===== config.mk =====
export PLATFORM = sky130hd
export DESIGN_NAME = sym_vn_lut_top
export DESIGN_NICKNAME = d
export VERILOG_FILES = /design/src/hw/vn_lut_pkg.sv /design/src/hw/pipe_stage.sv /design/src/hw/sym_vn_lut_top.sv /design/src/hw/vn_input_fold.sv /design/src/hw/vn_lut_bank.sv
export SDC_FILE = /design/constraint.sdc
export NUM_CORES = 1
export LEC_CHECK = 0
export ABC_CLOCK_PERIOD_IN_PS = 8250
export BUFFER_PORTS_ARGS = -buffer_cell sky130_fd_sc_hd__buf_2
export CORE_MARGIN = 2
export CORE_UTILIZATION = 50
export CTS_CLUSTER_SIZE = 20
export DETAILED_ROUTE_END_ITERATION = 8
export GPL_ROUTABILITY_DRIVEN = 0
export PLACE_DENSITY = 0.64
export SETUP_SLACK_MARGIN = 0.3
export SLEW_MARGIN = 10
export SYNTH_ARGS = -nofsm -noshare
export SYNTH_HDL_FRONTEND = slang
export SYNTH_SLANG_ARGS = --single-unit

===== constraint.sdc =====
create_clock -name read_clk -period 8.25 [get_ports read_clk]
set_clock_uncertainty 0.2 [all_clocks]
set_input_delay 0.825 -clock read_clk [delete_from_list [all_inputs] [get_ports read_clk]]
set_output_delay 0.825 -clock read_clk [all_outputs]
set_load 0.1 [all_outputs]

===== src/hw/vn_lut_pkg.sv =====
package vn_lut_pkg;

	////////////////////////////////////////////////////////////
	// Table format widths
	////////////////////////////////////////////////////////////

	// Incoming and outgoing message width
	localparam int msg_w = 4;

	// Page address within one bank half
	localparam int page_w = 6;

	// Bit 3 is the sign, bits 2..0 the magnitude code
	typedef logic [msg_w-1:0] msg_t;

	////////////////////////////////////////////////////////////
	// Request side
	////////////////////////////////////////////////////////////

	// One read port, message pair plus transpose control
	typedef struct packed {
		msg_t y0;
		msg_t y1;
		logic transpose_en;
	} vn_port_req_t;

	// Offset selects the table half for both ports
	typedef struct packed {
		vn_port_req_t port_a;
		vn_port_req_t port_b;
		logic offset;
	} vn_req_t;

	////////////////////////////////////////////////////////////
	// Internal and response side
	////////////////////////////////////////////////////////////

	typedef struct packed {
		logic bank;
		logic [page_w-1:0] page;
	} lut_addr_t;

	// Stage 0 result, the folded addresses and the sign bits
	typedef struct packed {
		lut_addr_t addr_a;
		lut_addr_t addr_b;
		logic msb_a;
		logic msb_b;
		logic offset;
	} vn_addr_t;

	typedef struct packed {
		msg_t t_c_a;
		msg_t t_c_b;
		logic transpose_en_a;
		logic transpose_en_b;
		logic offset;
	} vn_rsp_t;

	// Table load from the decoder, one entry in each bank
	typedef struct packed {
		msg_t data_bank0;
		msg_t data_bank1;
		logic [page_w-1:0] page;
		logic offset;
	} lut_wr_t;

endpackage


===== src/hw/pipe_stage.sv =====
`timescale 1ns/1ps

module pipe_stage #(
	parameter type payload_t = logic
) (
	input logic read_clk,
	input logic rst_n,

	// Upstream side
	input logic in_valid,
	output logic in_ready,
	input payload_t in_data,

	// Downstream side
	input logic out_ready,
	output logic out_valid,
	output payload_t out_data
);

	logic load;

	// Free slot or the held item leaves this cycle
	assign in_ready = !out_valid || out_ready;
	assign load = in_valid && in_ready;

	// Valid flag
	always_ff @(posedge read_clk) begin
		if (!rst_n) begin
			out_valid <= 1'b0;
		end else if (in_ready) begin
			out_valid <= in_valid;
		end
	end

	// Payload only moves on an accepted transfer
	always_ff @(posedge read_clk) begin
		if (load) begin
			out_data <= in_data;
		end
	end

endmodule


===== src/hw/sym_vn_lut_top.sv =====
`timescale 1ns/1ps

module sym_vn_lut_top (
	input logic read_clk,
	input logic rst_n,

	// Lookup requests
	input logic req_valid,
	output logic req_ready,
	input vn_lut_pkg::vn_req_t req,

	// Table load, no handshake
	input logic wr_en,
	input vn_lut_pkg::lut_wr_t wr,

	// Lookup responses
	output logic rsp_valid,
	input logic rsp_ready,
	output vn_lut_pkg::vn_rsp_t rsp
);

	////////////////////////////////////////////////////////////
	// Stage 0 to stage 1 handshake
	////////////////////////////////////////////////////////////

	logic addr_valid;
	logic addr_ready;
	vn_lut_pkg::vn_addr_t addr;

	// Fold and address mapping
	vn_input_fold u_fold (
		.read_clk(read_clk),
		.rst_n(rst_n),
		.req_valid(req_valid),
		.req_ready(req_ready),
		.req(req),
		.addr_valid(addr_valid),
		.addr_ready(addr_ready),
		.addr(addr)
	);

	// Table read and response register
	vn_lut_bank u_bank (
		.read_clk(read_clk),
		.rst_n(rst_n),
		.addr_valid(addr_valid),
		.addr_ready(addr_ready),
		.addr(addr),
		.wr_en(wr_en),
		.wr(wr),
		.rsp_valid(rsp_valid),
		.rsp_ready(rsp_ready),
		.rsp(rsp)
	);

endmodule


===== src/hw/vn_input_fold.sv =====
`timescale 1ns/1ps

module vn_input_fold (
	input logic read_clk,
	input logic rst_n,

	// Request in
	input logic req_valid,
	output logic req_ready,
	input vn_lut_pkg::vn_req_t req,

	// Folded address out
	output logic addr_valid,
	input logic addr_ready,
	output vn_lut_pkg::vn_addr_t addr
);

	////////////////////////////////////////////////////////////
	// Sign folding
	////////////////////////////////////////////////////////////

	// Sign of y0, flipped when the port asks for a transpose
	function automatic logic port_msb(input vn_lut_pkg::vn_port_req_t p);
		return p.y0[3] ^ p.transpose_en;
	endfunction

	// Map a message pair onto the lower half of the table
	function automatic vn_lut_pkg::lut_addr_t port_addr(
		input vn_lut_pkg::vn_port_req_t p
	);
		logic [2:0] y0_fold;
		vn_lut_pkg::msg_t y1_fold;
		vn_lut_pkg::lut_addr_t a;

		// Negative y0 mirrors the magnitude code
		y0_fold = p.y0[2:0] ^ {3{p.y0[3]}};

		// y1 follows msb, all four bits
		if (port_msb(p)) begin
			y1_fold = ~p.y1;
		end else begin
			y1_fold = p.y1;
		end

		a.bank = y0_fold[2];
		a.page = {y0_fold[1:0], y1_fold};
		return a;
	endfunction

	////////////////////////////////////////////////////////////
	// Address forming for both ports
	////////////////////////////////////////////////////////////

	vn_lut_pkg::vn_addr_t fold_d;

	always_comb begin
		fold_d.addr_a = port_addr(req.port_a);
		fold_d.addr_b = port_addr(req.port_b);
		fold_d.msb_a = port_msb(req.port_a);
		fold_d.msb_b = port_msb(req.port_b);
		fold_d.offset = req.offset;
	end

	// Stage 0 register
	pipe_stage #(
		.payload_t(vn_lut_pkg::vn_addr_t)
	) u_fold_stage (
		.read_clk(read_clk),
		.rst_n(rst_n),
		.in_valid(req_valid),
		.in_ready(req_ready),
		.in_data(fold_d),
		.out_valid(addr_valid),
		.out_ready(addr_ready),
		.out_data(addr)
	);

endmodule


===== src/hw/vn_lut_bank.sv =====
`timescale 1ns/1ps

module vn_lut_bank (
	input logic read_clk,
	input logic rst_n,

	// Folded address in
	input logic addr_valid,
	output logic addr_ready,
	input vn_lut_pkg::vn_addr_t addr,

	// Table load
	input logic wr_en,
	input vn_lut_pkg::lut_wr_t wr,

	// Lookup result out
	output logic rsp_valid,
	input logic rsp_ready,
	output vn_lut_pkg::vn_rsp_t rsp
);

	// Offset bit on top of the page
	localparam int idx_w = vn_lut_pkg::page_w + 1;
	localparam int depth = 2 ** idx_w;

	////////////////////////////////////////////////////////////
	// Table storage
	////////////////////////////////////////////////////////////

	vn_lut_pkg::msg_t bank0_mem [depth];
	vn_lut_pkg::msg_t bank1_mem [depth];

	logic [idx_w-1:0] wr_idx;

	assign wr_idx = {wr.offset, wr.page};

	// Both banks take their entry on the same write
	always_ff @(posedge read_clk) begin
		if (wr_en) begin
			bank0_mem[wr_idx] <= wr.data_bank0;
			bank1_mem[wr_idx] <= wr.data_bank1;
		end
	end

	////////////////////////////////////////////////////////////
	// Read ports
	////////////////////////////////////////////////////////////

	logic [idx_w-1:0] idx_a;
	logic [idx_w-1:0] idx_b;
	vn_lut_pkg::msg_t rd_a;
	vn_lut_pkg::msg_t rd_b;

	// Offset is shared by both ports
	assign idx_a = {addr.offset, addr.addr_a.page};
	assign idx_b = {addr.offset, addr.addr_b.page};

	// Bank select per port
	always_comb begin
		if (addr.addr_a.bank) begin
			rd_a = bank1_mem[idx_a];
		end else begin
			rd_a = bank0_mem[idx_a];
		end
		if (addr.addr_b.bank) begin
			rd_b = bank1_mem[idx_b];
		end else begin
			rd_b = bank0_mem[idx_b];
		end
	end

	vn_lut_pkg::vn_rsp_t rsp_d;

	always_comb begin
		rsp_d.t_c_a = rd_a;
		rsp_d.t_c_b = rd_b;
		// msb becomes the transpose control of the next node
		rsp_d.transpose_en_a = addr.msb_a;
		rsp_d.transpose_en_b = addr.msb_b;
		rsp_d.offset = addr.offset;
	end

	// Stage 1 register
	pipe_stage #(
		.payload_t(vn_lut_pkg::vn_rsp_t)
	) u_rsp_stage (
		.read_clk(read_clk),
		.rst_n(rst_n),
		.in_valid(addr_valid),
		.in_ready(addr_ready),
		.in_data(rsp_d),
		.out_valid(rsp_valid),
		.out_ready(rsp_ready),
		.out_data(rsp)
	);

endmodule


* Word-level counts from Yosys, hierarchy flattened
Memories as Yosys holds them, arrays and structs flattened. A register that Yosys moved wholly into a read port is not among the register bits.
Index checks and enable logic that the tools add are counted.
** Word-level totals
- Register bits after elaboration :: 30
- Memory bits (writable) :: 1024
- Input port bits :: 39
- Output and inout port bits :: 13
- Word-level logic and storage cells :: 38
- Memories :: 2
** Cells by class
- Mux-type cells :: 10
- Bitwise logic cells :: 6
- Reduce and logical (&&, ||, !) cells :: 6
** Memories
- u_bank.bank0_mem :: words 128, width 4, read ports 2, clocked after memory_dff 2, write ports 1, RTL line vn_lut_bank.sv:30 : vn_lut_pkg::msg_t bank0_mem [depth];
- u_bank.bank1_mem :: words 128, width 4, read ports 2, clocked after memory_dff 2, write ports 1, RTL line vn_lut_bank.sv:31 : vn_lut_pkg::msg_t bank1_mem [depth];
** Operators with widths (number)
- two-way mux 7 bit :: 4
- two-way mux 4 bit :: 4
- inverter 4 bit :: 2
- bitwise XOR 3 bit :: 2
- logical AND 1 bit :: 2
- logical NOT 1 bit :: 2
- logical OR 1 bit :: 2
- two-way mux 1 bit :: 2
- bitwise XOR 1 bit :: 2

* Depth between registers and ports, before layout
Gate-level depths: netlist of run 1.
- Word-level depth :: 5
- Gate-level depth with buffers :: 12
- Mapped depth without buffers :: 7

* Hierarchy
Synthesis of run 1 repeated with hierarchy kept, for this count alone.
** Unflattened totals
- Cell total of the unflattened synthesis :: 2806
- Area total of the unflattened synthesis :: 49846.6 µm²
** Modules (own cells, without submodules)
- vn_lut_bank :: instances 1, cells each 2750, area each 48615.4 µm²
- pipe_stage (u_fold.u_fold_stage) :: instances 1, cells each 22, area each 568.0 µm²
- pipe_stage (u_bank.u_rsp_stage) :: instances 1, cells each 16, area each 387.9 µm²
- vn_input_fold :: instances 1, cells each 18, area each 275.3 µm²

* Worst setup path before layout of run 1
OpenSTA, ideal clock, no wires.
- Path type :: register -> register
- Start :: reg u_bank.u_rsp_stage.out_valid
- End :: reg u_fold.u_fold_stage.out_data[0] in the netlist's numbering, enable pin
- Setup time :: 0.332 ns
- Data arrival time :: 2.918 ns
- Setup slack :: 4.799 ns
- Cell stages (with the launch flop) :: 6
- Path buffers :: 1
- Cells stage by stage :: dfxtp_1 -> nor2b_1 -> nand2_1 -> nand2_1 -> buf_1 -> inv_1
** On the way
- Longest elaborated chain between the ends :: 4
** RTL lines
- start: declaration :: RTL line pipe_stage.sv:16 : output logic out_valid,
- start signal: assignment :: RTL line pipe_stage.sv:31 : out_valid <= in_valid;
- logical NOT 1 bit :: RTL line pipe_stage.sv:23 : assign in_ready = !out_valid || out_ready;
- logical OR 1 bit (2 in a row) :: RTL line pipe_stage.sv:23
- via req_ready :: RTL line sym_vn_lut_top.sv:9 : output logic req_ready,
- logical AND 1 bit :: RTL line pipe_stage.sv:24 : assign load = in_valid && in_ready;
- end signal: assignment :: RTL line pipe_stage.sv:38 : out_data <= in_data;
- end: declaration :: RTL line pipe_stage.sv:17 : output payload_t out_data
The timed path passes the listed nets, and every way through them passes these cells.
A chain may end at the register's enable or synchronous reset.

==> results of run 1 <==
-- final cells by class --
type | count | area share, %
Sequential cell | 1067 | 58.2
Inverter | 13 | 0.0890
Tap cell | 1287 | 2.94
Clock buffer | 147 | 5.43
Multi-Input combinational cell | 1482 | 31.0
Timing Repair Buffer | 101 | 1.32
Clock inverter | 63 | 1.04
Antenna cell | 2 | 0.00913
-- cell usage in the layout, fill, tap and decap left out, types with 7 or more instances in the layout --
cell type / count
a2111oi_0: 8
a211oi_1: 32
a21oi_1: 62
a22oi_1: 7
a31oi_1: 19
buf_2: 43
buf_4: 52
bufinv_16: 7
clkbuf_1: 32
clkbuf_16: 113
clkinv_1: 27
clkinv_2: 16
edfxtp_1: 1052
inv_1: 10
mux2_2: 36
mux2i_1: 264
mux4_2: 425
nand2_1: 102
nand2b_1: 12
nand3_1: 36
nor2_1: 164
nor2b_1: 30
nor3_1: 28
o211ai_1: 10
o21ai_0: 19
o221ai_1: 91
o22ai_1: 55
o31ai_1: 7
o32ai_1: 7
xnor2_1: 10
-- state kept, by name, indices dropped and copies added (netlist names), named ones only --
register	count
u_bank.bank0_mem	512
u_bank.u_rsp_stage.out_valid	1
u_bank.u_rsp_stage.out_data	11
u_fold.u_fold_stage.out_data	17
u_fold.u_fold_stage.out_valid	1
u_bank.bank1_mem	512
-- worst paths after layout --
| kind | endpoint | slack [ns] | depth (start not counted) |
|---|---|---|---|
| worst max-delay path | u_bank.u_rsp_stage.out_data[5] | 3.80 | 9 |
| worst min-delay path | u_fold.u_fold_stage.out_data[0] | 0.12 | 1 |
| worst max register to register | u_bank.u_rsp_stage.out_data[5] | 3.80 | 9 |
| worst min register to register | u_bank.u_rsp_stage.out_data[1] | 0.24 | 0 |
-- critical path, cell delays in order, from the launching register on --
cell and delay [ns]:
dfxtp_4 0.57, buf_12 0.51, nand2b_2 0.24, buf_4 0.52, o221ai_1 0.31, o22ai_1 0.24
nor3_1 0.07, nor2_1 0.33, a31oi_1 0.36, or4_1 0.62
-- cells by family (layout without fill, tap and decap cells) --
logic type / count (synthesis) / in the layout / share of synthesized area (%)
compound gates: 337 / 337 / 4.81
xor+xnor: 16 / 16 / 0.281
buf+inv: 220 / 324 / 2.12
flops: 1067 / 1067 / 63.9
mux: 725 / 725 / 25.3
other cells: 0 / 2 / 0
simple gates: 404 / 404 / 3.58
-- per-layer routing --
metal	vias to the layer above	GRT usage, %	wire length (um)	part of all wire (%)
met2	1807	46.0	70600	49
met4	4	12.7	7340	5.0
met3	377	6.25	14100	9.7
li1	11700	-	-	-
met1	15200	37.2	53300	37
met5	-	0	29	0.020
-- power groups by stage --
stage          logic, mW  clock network, mW  registers, mW
6_report            2.47               4.90           6.09
5_1_grt             2.56               5.17           6.10
3_5_place_dp        2.44                  0           6.21
2_1_floorplan       1.65                  0           6.18
3_3_place_gp        2.42                  0           6.20
4_1_cts             2.44               4.95           6.09
==> summary.txt, run 1 <==
Clock network
  • Cts repair resizes: 0
  • CTS tree: built
  • Max clock buf depth: 3
  • Clock Latency Late Sink: 0.72 ns
  • Clock Sinks: 1067
  • H-tree levels: 3
  • Clock transition at path regs: 0.06 ns
  • CTS Root Cell: clkbuf_16
  • CTS Hold Buffers Added: 0
  • Setup repair bufs after CTS: 0
  • CTS buffer count: 113

Floorplan
  • DIE HEIGHT: 320 um
  • Total I/O pin count: 52
  • CORE AREA: 98700 um2
  • Die area: 102000 um2
  • Initial Util: 50.5%
  • Cell Rows: 115
  • DIE WIDTH: 320 um

Placement
  • Placed cell area: 51300 um2
  • HPWL Detailed: 90000 um
  • Number of port buffers: 51
  • DP Worst Slack: 3.86 ns
  • Inst Count DP: 3950

STA
  • Pins over their slew limit: 0
  • Maximum clock rate: 225 MHz
  • WHS: 0.119 ns
  • RSZ-0062 raised after global routing: no
  • Setup tns final: 0 ns
  • Max_slew headroom: 17.9%
  • Fin worst setup slack: 3.80 ns
  • Period utilization: 53.9%
  • Crit path time final: 4.45 ns
  • Slew @ Worst Pin: 1.23 ns
  • # setup viols final: 0
  • Final Hold Viols: 0

Power
  • Sw Ratio: 27.5%
  • Sw power: 3.70 mW
  • Sequential power share: 45.3%
  • LEAKAGE: 17.4 nW
  • Logic pwr share: 18.3%
  • Clock group share of total power: 36.4%
  • Power density over the cells: 245 nW/um2
  • Overall Power: 13.5 mW
  • Peak supply drop: 0.211 mV
  • Pint: 9.75 mW

Global routing
  • Total track usage: 28.4%
  • Total grt overflow: 0
  • Number of global-route vias before repair: 29.4k
  • First-pass GRT wire length: 208000 um
  • Largest net degree at the start of global routing: 109
  • Initial antenna violation count: 4

Cells and area
  • Sequential cell area: 31900 um2
  • Area delta synth->final: 9.88%
  • Fraction of layout cells with a size suffix above 1: 25.7%
  • Nets: 2817
  • Fillers: 7550
  • Area of the multi-input gates: 17000 um2
  • Final Core Density: 55.5%
  • Fin cells: 4162
  • Post-route cell area: 54800 um2

Synth
  • Yosys warns: 0
  • Post-synthesis average cell area: 18.0 um2
  • Synth Register Bits: 1067
  • Dominant cell type by area after synthesis: edfxtp_1
  • Main synth FF type: edfxtp_1
  • Synthesized Nets: 2808
  • Mapped Cells: 2769
  • EDFF count, synth: 1052
  • Synth cell types: 51
  • Async set-reset flop share out of synthesis: 0%
  • Register area share after synthesis: 63.9%
  • Dominant cells by area after synthesis: edfxtp_1 (63%), mux4_2 (19%), mux2i_1 (5.3%)
  • Mapped Area: 49900 um2
  • Most common cell in the netlist: edfxtp_1
  • Post-synth top area share: 63.3%
  • Top post-synthesis cells by count: edfxtp_1 (1052), mux4_2 (425), mux2i_1 (264)

Flow run
  • MaxCap Viol Count: 0

Status
  • Status: complete, no violations

Worst setup path
  • Worst path arrival time: 4.70 ns
  • Nature of the critical path endpoint: flip-flop
  • Startpoint types: flip-flop
  • Crit path max fanout: 108
  • Setup Crit Path Kind: reg -> reg
  • Data required, critical path: 8.50 ns

Route
  • Remaining DRCs: 0
  • Detailed-route wire length per cell: 34.9 um
  • DRT iter0 DRCs: 4137
  • TritonRoute pass-1 iters: 8
  • Vias post-DR: 29.2k
  • ANT nets after route: 0
  • Via density: 7.01
  • DRT Wirelength: 145000 um

Min path
  • Type of the tightest min-delay check: in -> reg
  • Hold path startpoint: req[0]
(Power assumes the default switching activity.)
==> run 2, diff against run 1 <==
ABC_CLOCK_PERIOD_IN_PS = 3900   (was 8250)
PLACE_DENSITY = 0.67   (was 0.64)
clock period = 3.9 ns   (was 8.25 ns; I/O delays follow)
==> summary.txt, run 2 (synthesis gave the netlist of run 1 again) <==
Cells and area
  • Nets: 3029 (was 2817)
  • Post-route cell area: 56900 um2 (was 54800 um2)
  • Final Core Density: 57.6% (was 55.5%)
  • Fillers: 7263 (was 7550)
  • Fin cells: 4373 (was 4162)
  • Area delta synth->final: 14.0% (was 9.88%)
  • Fraction of layout cells with a size suffix above 1: 30.0% (was 25.7%)
  • Most frequent cells in the layout: edfxtp_1 (1052), mux4_2 (425), mux2i_1 (264), buf_4 (210), nor2_1 (164) (was edfxtp_1 (1052), mux4_2 (425), mux2i_1 (264), nor2_1 (164), clkbuf_16 (113))
  • Leading cell type in the layout, fill and taps excluded: edfxtp_1 (unchanged)
  • Leading registers by flop count: u_bank.bank0_mem x512, u_bank.bank1_mem x512, u_fold.u_fold_stage.out_data x17 (unchanged)

Floorplan
  • Die area: 102000 um2 (unchanged)
  • Initial Util: 50.5% (unchanged)
  • DIE WIDTH: 320 um (unchanged)
  • CORE AREA: 98700 um2 (unchanged)
  • Cell Rows: 115 (unchanged)
  • DIE HEIGHT: 320 um (unchanged)
  • Total I/O pin count: 52 (unchanged)

Placement
  • Number of port buffers: 51 (unchanged)
  • Placed cell area: 52800 um2 (was 51300 um2)
  • Inst Count DP: 4120 (was 3950)
  • DP Worst Slack: 0.117 ns (was 3.86 ns)
  • HPWL Detailed: 96000 um (was 90000 um)

STA
  • Slew @ Worst Pin: 1.13 ns (was 1.23 ns)
  • Fin worst setup slack: 0.388 ns (was 3.80 ns)
  • Setup tns final: 0 ns (unchanged)
  • Period utilization: 90.1% (was 53.9%)
  • Maximum clock rate: 285 MHz (was 225 MHz)
  • Pins over their slew limit: 0 (unchanged)
  • RSZ-0062 raised after global routing: no (unchanged)
  • Final Hold Viols: 0 (unchanged)
  • Max_slew headroom: 24.4% (was 17.9%)
  • # setup viols final: 0 (unchanged)
  • Crit path time final: 3.51 ns (was 4.45 ns)
  • WHS: 0.0300 ns (was 0.119 ns)

Worst setup path
  • Reg2reg end: u_bank.u_rsp_stage.out_data[9] (was u_bank.u_rsp_stage.out_data[5])
  • Startpoint types: flip-flop (unchanged)
  • Setup Crit Path Kind: reg -> reg (unchanged)
  • Nature of the critical path endpoint: flip-flop (unchanged)
  • Data required, critical path: 4.15 ns (was 8.50 ns)
  • FF-to-FF setup slack: 0.39 ns (was 3.80 ns)
  • R2R depth: 6 (was 9)
  • Worst path arrival time: 3.76 ns (was 4.70 ns)
  • Crit path max fanout: 76 (was 108)

Global routing
  • Total track usage: 28.7% (was 28.4%)
  • Largest net degree at the start of global routing: 99 (was 109)
  • Number of global-route vias before repair: 30.4k (was 29.4k)
  • First-pass GRT wire length: 211000 um (was 208000 um)
  • Total grt overflow: 0 (unchanged)
  • Initial antenna violation count: 2 (was 4)

Flow run
  • MaxCap Viol Count: 0 (unchanged)

Clock network
  • Clock Latency Late Sink: 0.73 ns (was 0.72 ns)
  • Clock transition at path regs: 0.06 ns (about the same)
  • H-tree levels: 3 (unchanged)
  • Max clock buf depth: 3 (unchanged)
  • CTS tree: built (unchanged)
  • Clock Sinks: 1067 (unchanged)
  • CTS buffer count: 111 (was 113)
  • CTS Root Cell: clkbuf_16 (unchanged)

Min path
  • Hold Path Stages: 3 (was 1)
  • Type of the tightest min-delay check: in -> reg (unchanged)
  • Hold path startpoint: req[9] (was req[0])

Power
  • Overall Power: 29.0 mW (was 13.5 mW)
  • Peak supply drop: 0.445 mV (was 0.211 mV)
  • Power density over the cells: 511 nW/um2 (was 245 nW/um2)
  • LEAKAGE: 18.6 nW (was 17.4 nW)

Route
  • DRT iter0 DRCs: 4119 (was 4137)
  • Via density: 6.87 (was 7.01)
  • ANT nets after route: 0 (unchanged)
  • TritonRoute pass-1 iters: 7 (was 8)
  • Detailed-route wire length per cell: 33.3 um (was 34.9 um)
  • Remaining DRCs: 0 (unchanged)
  • DRT Wirelength: 146000 um (was 145000 um)
  • Vias post-DR: 30.1k (was 29.2k)

Status
  • Status: complete, no violations (unchanged)
[run 2: changes by cell type in the layout (fill, tap and decap cells not counted), sizes merged]
| cell | previous run | this run |
|---|---|---|
| clkinvlp | 4 | 7 |
| diode | 2 | 1 |
| buf | 101 | 283 |
| clkbuf | 147 | 125 |
| inv | 17 | 18 |
| bufinv | 7 | 12 |
| clkinv | 48 | 59 |
| dlygate4sd3 | 0 | 32 |
[run 2: worst max-delay path, cell delays in order, from the launching register on]
cell,delay [ns]
dfxtp_4,0.56
buf_16,0.34
mux4_2,0.40
mux4_2,0.48
o21ai_0,0.29
o21ai_0,0.28
or4_1,0.54
[run 2: power by group]
part | internal [mW] | total, mW | switching [mW]
registers | 12.7 | 12.9 | 0.152
logic | 2.37 | 5.62 | 3.25
clock network | 6.03 | 10.6 | 4.54
total | 21.1 | 29.0 | 7.94
[run 2: final cells by class]
cell class                 count  area, um2  share of cell area (%)
antenna                        1       2.50                 0.00440
clock buffer                 125       2830                    4.98
timing repair buffer         315       2720                    4.79
inverter                      13       48.8                  0.0858
multi-input combinational   1482      17000                    29.8
tap                         1287       1610                    2.83
sequential                  1067      31900                    56.1
clock inverter                83        790                    1.39
[run 2: worst max-delay path by stage]
| stage | start | to | slack [ns] | depth (start not counted) |
|---|---|---|---|---|
| 6_report | flip-flop | u_bank.u_rsp_stage.out_data[9] | 0.39 | 6 |
| 5_1_grt | flip-flop | u_bank.u_rsp_stage.out_data[7] | 0.30 | 10 |
| 4_1_cts | flip-flop | u_bank.u_rsp_stage.out_data[5] | 0.33 | 7 |
| 3_5_place_dp | flip-flop | u_bank.u_rsp_stage.out_data[8] | 0.12 | 8 |
| 3_3_place_gp | flip-flop | u_bank.u_rsp_stage.out_data[8] | 0.09 | 8 |
| 2_1_floorplan | u_bank.u_rsp_stage.out_valid | u_fold.u_fold_stage.out_data[0] | 0.45 | 5 |
[run 2: repair_timing]
item | 4_1_cts | 5_1_grt
hold endpoints to repair | 39 | 0
setup endpoints to repair | 2 | 6
gates resized for setup | 2 | 4
hold buffers | 32 | 0
cloned | 0 | 0
buffers inserted | 6 | 6
[run 2: per-layer routing]
layer | track usage (%) | share of wire, % | vias up
met3 | 6.00 | 9.5 | 372
li1 | - | - | 12200
met4 | 13.5 | 5.3 | 2
met1 | 37.5 | 37 | 15700
met2 | 46.3 | 48 | 1792
met5 | 0 | 0.0089 | -
